[src/syscfg_settings.svh]
`ifndef SYSCFG_SETTINGS_SVH
`define SYSCFG_SETTINGS_SVH

`default_nettype none

// Bus and register widths
`define SYSCFG_DATA_W 32
`define SYSCFG_ADDR_W 16

// Register offsets inside one controller window
`define SYSCFG_SR_OFS  8'h00
`define SYSCFG_MR_OFS  8'h04
`define SYSCFG_BAR_OFS 8'h08
`define SYSCFG_IER_OFS 8'h0C

// Address bit choosing controller 0 or 1, offsets live below it
`define SYSCFG_TGT_SEL_BIT 8
`define SYSCFG_TGT_NUM     2

// Where a core boots until software moves it
`define SYSCFG_RST_BOOT_ADDR 16'h1000

`default_nettype wire

`endif

[src/syscfg_pkg.sv]
`include "syscfg_settings.svh"
`default_nettype none

package syscfg_pkg;

    typedef logic [`SYSCFG_DATA_W-1:0] data_t;
    typedef logic [`SYSCFG_ADDR_W-1:0] addr_t;

    // Bit 1 stopped, bit 0 paused
    typedef logic [1:0] status_t;

    // Action codes written to MR
    typedef logic [2:0] action_t;

    localparam action_t ACT_IDLE   = 3'd0;
    localparam action_t ACT_RESUME = 3'd1;
    localparam action_t ACT_PAUSE  = 3'd2;
    localparam action_t ACT_STOP   = 3'd3;
    localparam action_t ACT_RESET  = 3'd4;

    // Controller action FSM
    typedef enum logic [2:0] {
        ST_IDLE,
        ST_RESUME_WAIT,
        ST_PAUSE_WAIT,
        ST_STOP_WAIT,
        ST_RESET_STOP
    } tgt_state_e;

endpackage

`default_nettype wire

[src/syscfg_interconnect.sv]
`include "syscfg_settings.svh"
`default_nettype none

module syscfg_interconnect (
    input  wire logic              seq,
    input  wire logic              arst_n,
    // Host master
    input  wire logic              h_psel,
    input  wire logic              h_penable,
    input  wire logic              h_pwrite,
    input  wire syscfg_pkg::addr_t h_paddr,
    input  wire syscfg_pkg::data_t h_pwdata,
    output      syscfg_pkg::data_t h_prdata,
    output      logic              h_pready,
    output      logic              h_pslverr,
    // Debug master
    input  wire logic              d_psel,
    input  wire logic              d_penable,
    input  wire logic              d_pwrite,
    input  wire syscfg_pkg::addr_t d_paddr,
    input  wire syscfg_pkg::data_t d_pwdata,
    output      syscfg_pkg::data_t d_prdata,
    output      logic              d_pready,
    output      logic              d_pslverr,
    // Shared bus towards the controllers
    output      logic              s_psel0,
    output      logic              s_psel1,
    output      logic              s_penable,
    output      logic              s_pwrite,
    output      syscfg_pkg::addr_t s_paddr,
    output      syscfg_pkg::data_t s_pwdata,
    input  wire syscfg_pkg::data_t s_prdata0,
    input  wire syscfg_pkg::data_t s_prdata1,
    input  wire logic              s_pready0,
    input  wire logic              s_pready1,
    input  wire logic              s_pslverr0,
    input  wire logic              s_pslverr1
);
    import syscfg_pkg::*;

    typedef enum logic [1:0] {
        IC_IDLE,
        IC_SETUP,
        IC_ACCESS,
        IC_RESP
    } ic_state_e;

    ic_state_e                  state_q;
    logic                       gnt_q;      // 1 while debug owns the bus
    logic                       nxt_gnt;
    addr_t                      req_addr;
    logic                       req_oor;
    logic                       sel_bit;
    logic                       s_pready;
    logic [`SYSCFG_TGT_NUM-1:0] s_psel_vec;
    data_t                      rdata_q;
    logic                       slverr_q;

    // Alternate on a tie, the last owner doubles as pointer
    assign nxt_gnt  = (h_psel && d_psel) ? !gnt_q : d_psel;
    assign req_addr = nxt_gnt ? d_paddr : h_paddr;
    // Any bit above the select bit is outside both windows
    assign req_oor  = |req_addr[`SYSCFG_ADDR_W-1:`SYSCFG_TGT_SEL_BIT+1];

    // Granted master is held stable, so it is replayed directly
    assign s_paddr   = gnt_q ? d_paddr : h_paddr;
    assign s_pwdata  = gnt_q ? d_pwdata : h_pwdata;
    assign s_pwrite  = gnt_q ? d_pwrite : h_pwrite;
    assign s_penable = (state_q == IC_ACCESS);
    assign sel_bit   = s_paddr[`SYSCFG_TGT_SEL_BIT];
    assign s_pready  = sel_bit ? s_pready1 : s_pready0;

    always_comb begin
        s_psel_vec = '0;
        if (state_q == IC_SETUP || state_q == IC_ACCESS) begin
            s_psel_vec[sel_bit] = 1'b1;
        end
    end

    assign s_psel0 = s_psel_vec[0];
    assign s_psel1 = s_psel_vec[1];

    always_ff @(posedge seq or negedge arst_n) begin
        if (!arst_n) begin
            state_q  <= IC_IDLE;
            gnt_q    <= 1'b1;
            slverr_q <= 1'b0;
        end else begin
            case (state_q)
                IC_IDLE: begin
                    if (h_psel || d_psel) begin
                        gnt_q <= nxt_gnt;
                        // Decode errors never reach a controller
                        slverr_q <= req_oor;
                        state_q  <= req_oor ? IC_RESP : IC_SETUP;
                    end
                end
                IC_SETUP: state_q <= IC_ACCESS;
                IC_ACCESS: begin
                    if (s_pready) begin
                        slverr_q <= sel_bit ? s_pslverr1 : s_pslverr0;
                        state_q  <= IC_RESP;
                    end
                end
                default: state_q <= IC_IDLE;
            endcase
        end
    end

    // Response data, cleared so a decode error returns zero
    always_ff @(posedge seq) begin
        if (state_q == IC_IDLE) begin
            rdata_q <= '0;
        end else if (state_q == IC_ACCESS && s_pready) begin
            rdata_q <= sel_bit ? s_prdata1 : s_prdata0;
        end
    end

    assign h_pready  = (state_q == IC_RESP) && !gnt_q && h_penable;
    assign d_pready  = (state_q == IC_RESP) && gnt_q && d_penable;
    assign h_pslverr = h_pready && slverr_q;
    assign d_pslverr = d_pready && slverr_q;
    assign h_prdata  = gnt_q ? '0 : rdata_q;
    assign d_prdata  = gnt_q ? rdata_q : '0;

    // At most one controller selected, and only for a live in-range request
    assert property (@(posedge seq) disable iff (!arst_n)
        (|s_psel_vec) |-> ($onehot(s_psel_vec) && (gnt_q ? d_psel : h_psel)
            && (s_paddr[`SYSCFG_ADDR_W-1:`SYSCFG_TGT_SEL_BIT+1] == '0)));

endmodule

`default_nettype wire

[src/syscfg_tgt.sv]
`include "syscfg_settings.svh"
`default_nettype none

module syscfg_tgt (
    input  wire logic              seq,
    input  wire logic              arst_n,
    // APB slave
    input  wire logic              psel,
    input  wire logic              penable,
    input  wire logic              pwrite,
    input  wire syscfg_pkg::addr_t paddr,
    input  wire syscfg_pkg::data_t pwdata,
    output      syscfg_pkg::data_t prdata,
    output      logic              pready,
    output      logic              pslverr,
    input  wire syscfg_pkg::data_t irq_vec,
    // Core side
    output      logic              tgt_rst,
    output      logic              tgt_pause_req,
    input  wire logic              tgt_pause_ack,
    output      syscfg_pkg::addr_t tgt_boot_addr,
    output      logic              tgt_irq
);
    import syscfg_pkg::*;

    localparam int OFS_W = `SYSCFG_TGT_SEL_BIT;

    tgt_state_e       state_q;
    logic             boot_q;
    logic             rst_q;
    logic             req_q;
    status_t          status_q;
    action_t          mr_q;
    addr_t            bar_q;
    data_t            ier_q;
    logic [OFS_W-1:0] ofs;
    logic             access;
    logic             busy;
    logic             err;
    logic             wr_ok;
    logic             start;
    action_t          start_act;
    logic             done;

    assign ofs    = paddr[OFS_W-1:0];
    assign access = psel && penable;
    // Bootstrap counts as pending until its resume is launched
    assign busy   = (state_q != ST_IDLE) || boot_q;
    // Core has caught up with the request level
    assign done   = (tgt_pause_ack == req_q);

    always_comb begin
        case (ofs)
            `SYSCFG_SR_OFS:  err = pwrite;
            `SYSCFG_MR_OFS:  err = pwrite && busy;
            `SYSCFG_BAR_OFS: err = pwrite && busy;
            `SYSCFG_IER_OFS: err = 1'b0;
            default:         err = 1'b1;
        endcase
    end

    always_comb begin
        case (ofs)
            `SYSCFG_SR_OFS:  prdata = data_t'(status_q);
            `SYSCFG_MR_OFS:  prdata = data_t'(mr_q);
            `SYSCFG_BAR_OFS: prdata = data_t'(bar_q);
            `SYSCFG_IER_OFS: prdata = ier_q;
            default:         prdata = '0;
        endcase
    end

    // Zero wait states
    assign pready  = access;
    assign pslverr = access && err;
    assign wr_ok   = access && pwrite && !err;

    assign start     = boot_q || (wr_ok && ofs == `SYSCFG_MR_OFS);
    assign start_act = boot_q ? ACT_RESUME : action_t'(pwdata[2:0]);

    always_ff @(posedge seq or negedge arst_n) begin
        if (!arst_n) begin
            mr_q  <= ACT_IDLE;
            bar_q <= `SYSCFG_RST_BOOT_ADDR;
            ier_q <= '0;
        end else if (wr_ok) begin
            case (ofs)
                `SYSCFG_MR_OFS:  mr_q <= action_t'(pwdata[2:0]);
                `SYSCFG_BAR_OFS: bar_q <= pwdata[`SYSCFG_ADDR_W-1:0];
                `SYSCFG_IER_OFS: ier_q <= pwdata;
                default: ;
            endcase
        end
    end

    always_ff @(posedge seq or negedge arst_n) begin
        if (!arst_n) begin
            state_q  <= ST_IDLE;
            boot_q   <= 1'b1;
            rst_q    <= 1'b1;
            req_q    <= 1'b1;
            status_q <= 2'b11;
        end else begin
            case (state_q)
                ST_IDLE: begin
                    boot_q <= 1'b0;
                    if (start) begin
                        case (start_act)
                            ACT_RESUME: begin
                                rst_q   <= 1'b0;
                                req_q   <= 1'b0;
                                state_q <= ST_RESUME_WAIT;
                            end
                            ACT_PAUSE: begin
                                req_q   <= 1'b1;
                                state_q <= ST_PAUSE_WAIT;
                            end
                            ACT_STOP: begin
                                req_q   <= 1'b1;
                                state_q <= ST_STOP_WAIT;
                            end
                            ACT_RESET: begin
                                req_q   <= 1'b1;
                                state_q <= ST_RESET_STOP;
                            end
                            default: ;
                        endcase
                    end
                end
                ST_RESUME_WAIT: begin
                    // After a RESET stop, reset drops here one cycle late
                    rst_q <= 1'b0;
                    req_q <= 1'b0;
                    if (!req_q && done) begin
                        status_q <= 2'b00;
                        state_q  <= ST_IDLE;
                    end
                end
                ST_PAUSE_WAIT: begin
                    if (done) begin
                        status_q <= {rst_q, 1'b1};
                        state_q  <= ST_IDLE;
                    end
                end
                ST_STOP_WAIT: begin
                    if (done) begin
                        rst_q    <= 1'b1;
                        status_q <= 2'b11;
                        state_q  <= ST_IDLE;
                    end
                end
                ST_RESET_STOP: begin
                    // Stop first, then fall into the resume step
                    if (done) begin
                        rst_q    <= 1'b1;
                        status_q <= 2'b11;
                        state_q  <= ST_RESUME_WAIT;
                    end
                end
                default: state_q <= ST_IDLE;
            endcase
        end
    end

    assign tgt_rst       = rst_q;
    assign tgt_pause_req = req_q;
    assign tgt_boot_addr = bar_q;
    assign tgt_irq       = |(irq_vec & ier_q);

    // Core must be parked before its reset goes up
    assert property (@(posedge seq) disable iff (!arst_n)
        $rose(tgt_rst) |-> (tgt_pause_ack == tgt_pause_req));

    // Answer only in an access cycle that follows a setup cycle
    assert property (@(posedge seq) disable iff (!arst_n)
        pready |-> (psel && penable && $past(psel && !penable)));

endmodule

`default_nettype wire

[src/syscfg_top.sv]
`default_nettype none

module syscfg_top (
    input  wire logic              seq,
    input  wire logic              arst_n,
    // Host master port
    input  wire logic              h_psel,
    input  wire logic              h_penable,
    input  wire logic              h_pwrite,
    input  wire syscfg_pkg::addr_t h_paddr,
    input  wire syscfg_pkg::data_t h_pwdata,
    output      syscfg_pkg::data_t h_prdata,
    output      logic              h_pready,
    output      logic              h_pslverr,
    // Debug master port
    input  wire logic              d_psel,
    input  wire logic              d_penable,
    input  wire logic              d_pwrite,
    input  wire syscfg_pkg::addr_t d_paddr,
    input  wire syscfg_pkg::data_t d_pwdata,
    output      syscfg_pkg::data_t d_prdata,
    output      logic              d_pready,
    output      logic              d_pslverr,
    // Shared interrupt sources and the two cores
    input  wire syscfg_pkg::data_t irq_vec,
    input  wire logic              tgt_pause_ack0,
    input  wire logic              tgt_pause_ack1,
    output      logic              tgt_rst0,
    output      logic              tgt_pause_req0,
    output      syscfg_pkg::addr_t tgt_boot_addr0,
    output      logic              tgt_irq0,
    output      logic              tgt_rst1,
    output      logic              tgt_pause_req1,
    output      syscfg_pkg::addr_t tgt_boot_addr1,
    output      logic              tgt_irq1
);
    import syscfg_pkg::*;

    // Shared bus between interconnect and controllers
    logic  s_psel0;
    logic  s_psel1;
    logic  s_penable;
    logic  s_pwrite;
    addr_t s_paddr;
    data_t s_pwdata;
    data_t s_prdata0;
    data_t s_prdata1;
    logic  s_pready0;
    logic  s_pready1;
    logic  s_pslverr0;
    logic  s_pslverr1;

    syscfg_interconnect u_ic (.*);

    syscfg_tgt u_tgt0 (
        .*,
        .psel          (s_psel0),
        .penable       (s_penable),
        .pwrite        (s_pwrite),
        .paddr         (s_paddr),
        .pwdata        (s_pwdata),
        .prdata        (s_prdata0),
        .pready        (s_pready0),
        .pslverr       (s_pslverr0),
        .tgt_rst       (tgt_rst0),
        .tgt_pause_req (tgt_pause_req0),
        .tgt_pause_ack (tgt_pause_ack0),
        .tgt_boot_addr (tgt_boot_addr0),
        .tgt_irq       (tgt_irq0)
    );

    syscfg_tgt u_tgt1 (
        .*,
        .psel          (s_psel1),
        .penable       (s_penable),
        .pwrite        (s_pwrite),
        .paddr         (s_paddr),
        .pwdata        (s_pwdata),
        .prdata        (s_prdata1),
        .pready        (s_pready1),
        .pslverr       (s_pslverr1),
        .tgt_rst       (tgt_rst1),
        .tgt_pause_req (tgt_pause_req1),
        .tgt_pause_ack (tgt_pause_ack1),
        .tgt_boot_addr (tgt_boot_addr1),
        .tgt_irq       (tgt_irq1)
    );

endmodule

`default_nettype wire

[config.mk]
export PLATFORM = sky130hd
export DESIGN_NAME = syscfg_top
export DESIGN_NICKNAME = d
export VERILOG_FILES = /design/src/syscfg_pkg.sv /design/src/syscfg_interconnect.sv /design/src/syscfg_tgt.sv /design/src/syscfg_top.sv
export VERILOG_INCLUDE_DIRS = /design/src /design/src/src
export SDC_FILE = /design/constraint.sdc
export NUM_CORES = 1
export LEC_CHECK = 0
export BUFFER_PORTS_ARGS = -buffer_cell sky130_fd_sc_hd__buf_2
export CAP_MARGIN = 20
export CORE_AREA = 4 4 146 113
export DETAILED_ROUTE_END_ITERATION = 8
export DIE_AREA = 0 0 150 117
export PLACE_DENSITY = 0.85
export SLEW_MARGIN = 20
export SYNTH_ARGS = -nofsm -noshare
export SYNTH_HDL_FRONTEND = slang
export SYNTH_SLANG_ARGS = --single-unit
[constraint.sdc]
create_clock -name seq -period 3.8 [get_ports seq]
set_clock_uncertainty 0.05 [all_clocks]
set_input_delay 0.76 -clock seq [delete_from_list [all_inputs] [get_ports seq]]
set_output_delay 0.76 -clock seq [all_outputs]
set_load 0.02 [all_outputs]
==> results.toml, run 1 <==
[cells_and_area]
area_delta_synth_final_pct = 24.6
fin_nets = 1112
fin_util = 0.680
stdcell_area_um2 = 10200
drive_gt1_frac = 0.459
diodes = 0
stdcell_count = 1185
nFillCells = 1102

[outcome]
status = "complete, but fails checks"
violations = "DRC"

[clock_network]
cts_tree = "built"
root_buffer = "clkbuf_16"
cts_setup_buffers = 0
numCtsBuffers = 17
clk_latency_ns = 0.42
cts.repair.resized = 0
htree_levels = 4
clk_pin_slew_ns = 0.06
cts_buffer_depth = 2
cts_hold_buf = 0
numClockSinks = 154

[power]
vdd_drop_max_mv = 0.342
finalPower_w = 0.00532
switchingPower_w = 0.00180
p_clk_frac = 0.342
p_sw_frac = 0.339
pwr-share-comb = 0.295
leakagePower_nw = 5.17
p_per_area_nw_per_um2 = 520
seqPwrFrac = 0.363
intPower_w = 0.00351

[routing]
wl_per_cell_um = 20.8
drc_errors = 1
dr.pass1.iters = 8
routed_via_density = 6.00
dr_total_vias = 7106
ant_nets = 0
finalWirelength_um = 24600
first_iter_violations = 735

[synthesis]
async_reset_ff_frac = 0.792
synth_cells = 737
yosys.area_share.adder = 0.0107
yosysTopAreaCellShare = 0.333
synth_compound_area_frac = 0.149
synth_area_leaders = "dfrtp_1 33%, mux2_2 18%, dfxtp_1 7.8%"
synth_mux_area_frac = 0.222
synth_area_um2 = 8200
syn_area_per_cell_um2 = 11.1
synth_top_family_by_area = "multiplexers"
synthXorXnorAreaFrac = 0
synth_top_cell_by_area = "dfrtp_1"
syn-num-nets = 882
synth.distinct_cells = 68
seq_area_frac_synth = 0.452
synth-simple-area-share = 0.132
yosys_warnings = 0
synth-edff-count = 0
ys.flop_type = "dfrtp_1"
synth-seq-cells = 154

[run]
cap_violations = 0

[sta]
rsz0062_at_grt = "false"
fmax_ghz = 0.302
drv_slew = 0
period_share = 0.870
finalSetupTns_ns = 0
worst_pin_slew_ns = 0.709
finalHoldViolCount = 0
max-slew-margin-rel = 0.518
fin_crit_ns = 3.31
report.final.setup_viol = 0

[place]
dp_cells = 1153
gp_congestion = 0.938
place_area_um2 = 9570
dp_hpwl_um = 18100
portBuffers = 243

[floorplanning]
num_io_pins = 244
die-area_um2 = 17600
core_area_um2 = 15000
rows = 39
start_util = 0.546
die_h_um = 117
fp.dieW_um = 150

[global_routing]
grt_pass1_wl_um = 37500
grt_overflow = 0
antenna_found_initial = 0
grt_start_max_net_pins = 78
track_usage = 0.278
grt_pass1_vias = 6767

[setup_path]
cp_max_fo = 77
critPathKind = "flop to primary output"
crit_chain = "buf_4 > and3_1 > and2_1 > buf_2"
path_buf_inv = 2
slowest_stage = "dfstp_4"
end_kind = "primary output"
start_kind = "flop"
crit_required_ns = 2.99
crit_family = "flip-flops"
critPathArrivalTime_ns = 2.50
cp_slowest_stage_delay_ns = 0.88

[worst_hold_path]
min_path_type = "input port to async pin"
## synthesized netlist by cell type, types with 3 or more instances
cell type,n
a21o_1,13
a21oi_1,16
a221oi_1,30
a22o_1,4
a22oi_1,26
a31oi_1,7
a32o_1,4
and2_1,37
and3_1,3
buf_4,8
clkbuf_1,32
dfrtp_1,109
dfstp_2,13
dfxtp_1,32
ha_1,7
inv_1,15
mux2_1,4
mux2_2,131
mux2i_1,24
nand2_1,34
nand2b_1,4
nand3_1,8
nand4_1,4
nor2_1,19
nor2b_1,33
nor3_1,20
nor4_1,3
o211ai_1,4
o21ai_0,30
o21bai_1,3
o22ai_1,3
o31a_1,3
or2_2,3
## metal layers
layer	part of all wire	GRT usage	vias up
met1	0.40	0.371	3405
met2	0.47	0.451	423
met5	0	0	-
li1	-	-	3219
met4	0.020	0.0731	0
met3	0.11	0.0797	59
## flip-flops by register name (all words and copies together) (netlist names)
signal,count
u_tgt0.mr_q,3
u_ic.rdata_q,32
u_tgt1.ier_q,32
u_tgt1.tgt_boot_addr,16
u_tgt0.tgt_boot_addr,16
u_tgt0.status_q,2
u_tgt0.tgt_rst,1
u_tgt1.tgt_rst,1
u_tgt1.tgt_pause_req,1
u_tgt1.state_q,3
u_tgt0.tgt_pause_req,1
u_tgt0.ier_q,32
u_ic.gnt_q,1
u_ic.slverr_q,1
u_ic.state_q,2
u_tgt1.status_q,2
u_tgt1.boot_q,1
u_tgt1.mr_q,3
u_tgt0.state_q,3
u_tgt0.boot_q,1
## area by class of cell
cell class / count / area (um^2) / share of cell area
Multi-Input combinational cell: 521 / 4220 / 0.413
Clock buffer: 20 / 437 / 0.0428
Inverter: 15 / 56.3 / 0.00551
Timing Repair Buffer: 258 / 1330 / 0.130
Clock inverter: 12 / 198 / 0.0194
Sequential cell: 154 / 3710 / 0.364
Tap cell: 205 / 256 / 0.0251
## placed cells by master, fill, tap and decap left out, drive strengths merged, types with 22 or more instances in the layout
cell / count
dfxtp: 32
dfrtp: 109
mux2: 135
a221oi: 30
nor2b: 33
buf: 258
mux2i: 25
a22oi: 26
o21ai: 30
nor3: 22
nand2: 34
and2: 37
## power groups by stage
stage	Combinational, W	Clock (W)	Sequential (W)
6_report	0.00157	0.00182	0.00193
5_1_grt	0.00171	0.00191	0.00195
4_1_cts	0.00155	0.00183	0.00193
3_5_place_dp	0.00153	0	0.00196
3_3_place_gp	0.00150	0	0.00195
2_1_floorplan	0.00117	0	0.00184
## stage by stage
stage | hold slack (ns) | setup slack [ns]
5_1_grt | 0.376 | 0.358
6_report | 0.336 | 0.494
3_5_place_dp | 0.401 | 0.688
3_3_place_gp | 0.396 | 0.764
4_1_cts | 0.350 | 0.462
2_1_floorplan | 0.381 | 0.980
## cells by family (layout without fill, tap and decap cells)
group,after synthesis,count (layout)
buffers and inverters,62,305
muxes,162,162
AOI/OAI and AO/OA,167,167
and+or+nand+nor,185,185
DFF,154,154
adders and majority gates,7,7
## final timing paths
kind,start,endpoint,slack [ns],cells after the start
setup / recovery,u_ic.gnt_q,d_pslverr,0.49,4
hold / removal,arst_n,u_tgt1.ier_q[20],0.34,1
setup reg to reg,u_ic.gnt_q,u_tgt1.ier_q[1],1.00,5
hold reg to reg,u_ic.rdata_q[9],u_ic.rdata_q[9],0.42,1
max in group asynchronous,arst_n,u_ic.gnt_q,2.50,2
min in group seq,u_ic.rdata_q[9],u_ic.rdata_q[9],0.42,1
Power figures use the tool's default switching activity.
==> inputs of run 2 (changes only) <==
ABC_AREA = 1   (was not set)
CORE_AREA = 4 4 187 144   (was 4 4 146 113)
DIE_AREA = 0 0 191 148   (was 0 0 150 117)
PLACE_DENSITY = not set   (was 0.85)
PLACE_DENSITY_LB_ADDON = 0.15   (was not set)
==> results.toml, run 2 <==
[synthesis]
synth_area_um2 = 8690
ys.flop_type = "dfrtp_1"
async_reset_ff_frac = 0.792
yosys_warnings = 0
seq_area_frac_synth = 0.427
synth-seq-cells = 154
synth_area_leaders = "dfrtp_1 31%, nand2_1 13%, inv_1 9.4%"
synth.distinct_cells = 55
syn-num-nets = 1309
syn_area_per_cell_um2 = 7.47
synth-edff-count = 0
synth_top_cell_by_area = "dfrtp_1"
yosysMostFrequentCell = "nand2_1"
synth_cells = 1164
yosysTopAreaCellShare = 0.314
synth_common_cells = "293 x nand2_1, 217 x inv_1, 110 x o21ai_0, 109 x dfrtp_1, 62 x nor2_1"

[clock_network]
numCtsBuffers = 17
cts.repair.resized = 0
root_buffer = "clkbuf_16"
cts_hold_buf = 0
cts_buffer_depth = 2
numClockSinks = 154
cts_tree = "built"
clk_latency_ns = 0.42
htree_levels = 4
cts_setup_buffers = 0
clk_pin_slew_ns = 0.07

[outcome]
status = "completed"

[global_routing]
grt_pass1_vias = 7612
grt_pass1_wl_um = 43000
grt_start_max_net_pins = 69
grt_overflow = 0
antenna_found_initial = 3
track_usage = 0.193

[setup_path]
cp_max_fo = 36
start_kind = "flop"
critPathArrivalTime_ns = 3.18
startpoint = "u_ic.gnt_q"
end_kind = "flop"
critPathKind = "flop to flop"
r2r_cells = 12
reg2reg_to = "u_tgt0.ier_q[27]"
worstSetupEndpoint = "u_tgt0.ier_q[27]"
crit_required_ns = 4.05
r2r_start = "u_ic.gnt_q"
reg2reg_slack_ns = 0.87

[power]
p_sw_frac = 0.406
p_clk_frac = 0.310
finalPower_w = 0.00540
pwr-share-comb = 0.354
seqPwrFrac = 0.336
intPower_w = 0.00321
leakagePower_nw = 5.68
switchingPower_w = 0.00219
vdd_drop_max_mv = 0.274
p_per_area_nw_per_um2 = 501

[cells_and_area]
diodes = 0
largest_registers = "u_ic.rdata_q x32, u_tgt0.ier_q x32, u_tgt1.ier_q x32"
area_delta_synth_final_pct = 24.1
drive_gt1_frac = 0.280
nFillCells = 2581
final_common_cell = "nand2_1"
fin_nets = 1537
layout_common_cells = "293 x nand2_1, 242 x buf_2, 216 x inv_1, 110 x o21ai_0, 109 x dfrtp_1"

[routing]
drc_errors = 0
first_iter_violations = 589
wl_per_cell_um = 15.9
dr.pass1.iters = 5
routed_via_density = 4.72
finalWirelength_um = 27700
ant_nets = 0
dr_total_vias = 8220

[sta]
period_share = 0.770
worst_pin_slew_ns = 0.646
fin_crit_ns = 2.93
max-slew-margin-rel = 0.569
finalSetupTns_ns = 0
fmax_ghz = 0.342
report.final.setup_viol = 0
rsz0062_at_grt = "false"
finalHoldViolCount = 0
drv_slew = 0

[floorplanning]
die_h_um = 148
die-area_um2 = 28300
start_util = 0.350
rows = 50
core_area_um2 = 24800
num_io_pins = 244
fp.dieW_um = 191

[place]
dp_hpwl_um = 21200
gp_congestion = 0.820
portBuffers = 243

[run]
cap_violations = 0

[worst_hold_path]
min_path_type = "input port to async pin"
run 2: per-stage QoR:
| stage | area, um^2 | instances | setup slack (ns) | util | hold WS, ns |
|---|---|---|---|---|---|
| 4_1_cts | 10800 | 1743 | 0.810 | 0.434 | 0.190 |
| 5_1_grt | 10800 | 1743 | 0.605 | 0.434 | 0.206 |
| 2_1_floorplan | 8690 | 1164 | 1.32 | - | 0.403 |
| 3_3_place_gp | 10200 | 1711 | 0.910 | 0.411 | 0.415 |
| 3_5_place_dp | 10200 | 1711 | 0.837 | 0.411 | 0.419 |
| 6_report | 10800 | 1743 | 0.873 | 0.434 | 0.188 |
run 2: how the worst min path moves through the flow:
stage | from | endpoint | slack [ns] | cells after the start
after floorplan | u_tgt0.mr_q[2] | u_tgt0.mr_q[2] | 0.40 | 2
after global placement | u_tgt0.tgt_pause_req | u_tgt0.tgt_pause_req | 0.42 | 2
after detailed placement | u_tgt0.tgt_pause_req | u_tgt0.tgt_pause_req | 0.42 | 2
after CTS | arst_n | u_tgt1.tgt_boot_addr[13] | 0.19 | 1
after global routing | arst_n | u_tgt1.tgt_boot_addr[13] | 0.21 | 1
final | arst_n | u_tgt1.tgt_boot_addr[13] | 0.19 | 1
run 2: power groups by stage:
stage          combinational (W)  sequential, W  clock (W)
2_1_floorplan            0.00135        0.00182          0
3_3_place_gp             0.00193        0.00185          0
3_5_place_dp             0.00193        0.00185          0
4_1_cts                  0.00193        0.00181    0.00172
5_1_grt                  0.00217        0.00182    0.00179
6_report                 0.00191        0.00181    0.00168
run 2: cell families after synthesis:
group                    synth area share
adder cells (fa/ha/maj)            0.0101
multiplexers                      0.00115
AO/OA/AOI/OAI                       0.189
AND/OR/NAND/NOR                     0.241
buffers and inverters               0.132
flip-flops                          0.427
run 2: cell type report:
type	instances	area, um^2	area share
Tap cell	338	423	0.0392
Timing Repair Buffer	257	1370	0.127
Clock buffer	22	497	0.0461
Inverter	229	865	0.0802
Sequential cell	154	3710	0.344
Multi-Input combinational cell	733	3830	0.355
Clock inverter	10	80.1	0.00743
run 2: layer usage:
layer	up-vias	global-route usage	wire length, um
li1	4193	-	-
met1	3745	0.301	14100
met2	252	0.280	11700
met3	24	0.0378	1620
met4	6	0.0359	227
met5	-	0	34
run 2: worst max-delay path: stages (launching register included):
cell      delay, ns
dfstp_4        0.71
inv_2          0.16
nor2_1         0.12
nand3_1        0.09
nand2_2        0.15
nand3_4        0.31
nand2_2        0.26
a21oi_4        0.10
nand3_4        0.10
clkinv_2       0.29
buf_12         0.29
nand2_1        0.07
o21ai_0        0.09
==> inputs of run 3 (changes only) <==
clock period = 2.6 ns   (was 3.8 ns; I/O delays follow)
==> results.toml, run 3 (synthesized netlist as in run 2, its figures left out) <==
[routing]
first_iter_violations = 626
ant_nets = 0
routed_via_density = 4.80
dr_total_vias = 8466
finalWirelength_um = 28400
drc_errors = 0
dr.pass1.iters = 5
wl_per_cell_um = 16.1

[setup_path]
r2r_start = "u_ic.gnt_q"
cp_max_fo = 18
reg2reg_to = "u_tgt1.ier_q[23]"
reg2reg_slack_ns = 0.20
critPathArrivalTime_ns = 1.95
end_kind = "primary output"
critPathKind = "flop to primary output"
r2r_cells = 14
start_kind = "flop"
crit_required_ns = 2.03

[global_routing]
grt_start_max_net_pins = 61
track_usage = 0.199
grt_pass1_vias = 8101
antenna_found_initial = 2
grt_pass1_wl_um = 44500
grt_overflow = 0

[power]
vdd_drop_max_mv = 0.430
p_per_area_nw_per_um2 = 727
finalPower_w = 0.00799
leakagePower_nw = 5.77

[sta]
rsz0062_at_grt = "true"
worst_pin_slew_ns = 0.525
drv_slew = 0
holdWs_ns = 0.0109
max-slew-margin-rel = 0.650
fin_ws_ns = 0.0840
period_share = 0.968
fmax_ghz = 0.397
finalHoldViolCount = 0
fin_crit_ns = 2.52
report.final.setup_viol = 0

[cells_and_area]
final_common_cell = "nand2_1"
seq_area_um2 = 3710
drive_gt1_frac = 0.292
stdcell_area_um2 = 11000
stdcell_count = 1763
area_delta_synth_final_pct = 26.5
layout_common_cells = "293 x nand2_1, 241 x buf_2, 217 x inv_1, 109 x dfrtp_1, 108 x o21ai_0"
largest_registers = "u_ic.rdata_q x32, u_tgt0.ier_q x32, u_tgt1.ier_q x32"
nFillCells = 2603
fin_nets = 1557
diodes = 0
multi_input_area_um2 = 3850

[clock_network]
clk_pin_slew_ns = 0.07
clk_latency_ns = 0.43
cts_buffer_depth = 2
numCtsBuffers = 17
cts_tree = "built"
htree_levels = 4
numClockSinks = 154
root_buffer = "clkbuf_16"

[floorplanning]
die_h_um = 148
start_util = 0.350
rows = 50
core_area_um2 = 24800
num_io_pins = 244
fp.dieW_um = 191
die-area_um2 = 28300

[place]
portBuffers = 243
dp_hpwl_um = 22300
gp_congestion = 0.823
place_area_um2 = 10400
dpl_worst_slack_ns = 0.181
dp_cells = 1731

[outcome]
status = "completed"

[worst_hold_path]
min_path_type = "input port to async pin"

[run]
cap_violations = 0
==> run 3: cell count changes in the layout (fill, tap and decap cells not counted), sizes merged <==
| cell | change |
|---|---|
| clkinvlp | +4 |
| clkinv | -2 |
| inv | +2 |
| clkbuf | -4 |
| buf | +20 |
==> run 3: where the power goes <==
| part | leakage, nW | internal, W | total (W) | switching (W) |
|---|---|---|---|---|
| Sequential | 1.48 | 0.00254 | 0.00265 | 0.000110 |
| Combinational | 4.05 | 0.000912 | 0.00301 | 0.00210 |
| Clock | 0.244 | 0.00124 | 0.00234 | 0.00110 |
| Total | 5.77 | 0.00469 | 0.00799 | 0.00331 |
==> run 3: repair_timing <==
item	4_1_cts	5_1_grt
resized for setup	2	9
pin swaps	0	0
setup endpoints to repair	4	27
setup buffers	0	0
hold buffers	0	0
==> run 3: worst max path at each step <==
stage                    start                       end  cells past startpoint
floorplan           u_ic.gnt_q              d_prdata[23]                      6
global route        u_ic.gnt_q                 d_pslverr                      4
finish              u_ic.gnt_q                 d_pslverr                      4
global placement    irq_vec[1]                  tgt_irq1                      8
CTS                 u_ic.gnt_q                 d_pslverr                      4
detailed placement  u_ic.gnt_q  u_tgt1.tgt_boot_addr[10]                     12
==> run 3: worst max-delay path, stage by stage, from the launching register on <==
cell     delay, ns
dfstp_4       0.71
inv_2         0.12
buf_6         0.20
nor4_2        0.29
buf_4         0.19
==> run 3: area by class of cell <==
type                    count  area share
clock buffers              18      0.0390
clock inverters            14      0.0102
repair buffers            277       0.146
multi-input cells         733       0.350
inverters                 229      0.0788
well taps                 338      0.0385
flip-flops and latches    154       0.338
==> run 3: per-layer routing <==
metal / global-route usage / up-vias / part of all wire
li1: - / 4234 / -
met1: 0.301 / 3916 / 0.50
met2: 0.292 / 285 / 0.43
met3: 0.0397 / 27 / 0.067
met4: 0.0434 / 4 / 0.0099
met5: 0 / - / 0.00085
==> run 3: metrics by stage <==
| stage | TNS, ns | utilization |
|---|---|---|
| 2_1_floorplan | 0 | - |
| 3_3_place_gp | 0 | 0.419 |
| 3_5_place_dp | 0 | 0.419 |
| 4_1_cts | 0 | 0.442 |
| 5_1_grt | -0.0373 | 0.443 |
| 6_report | 0 | 0.443 |
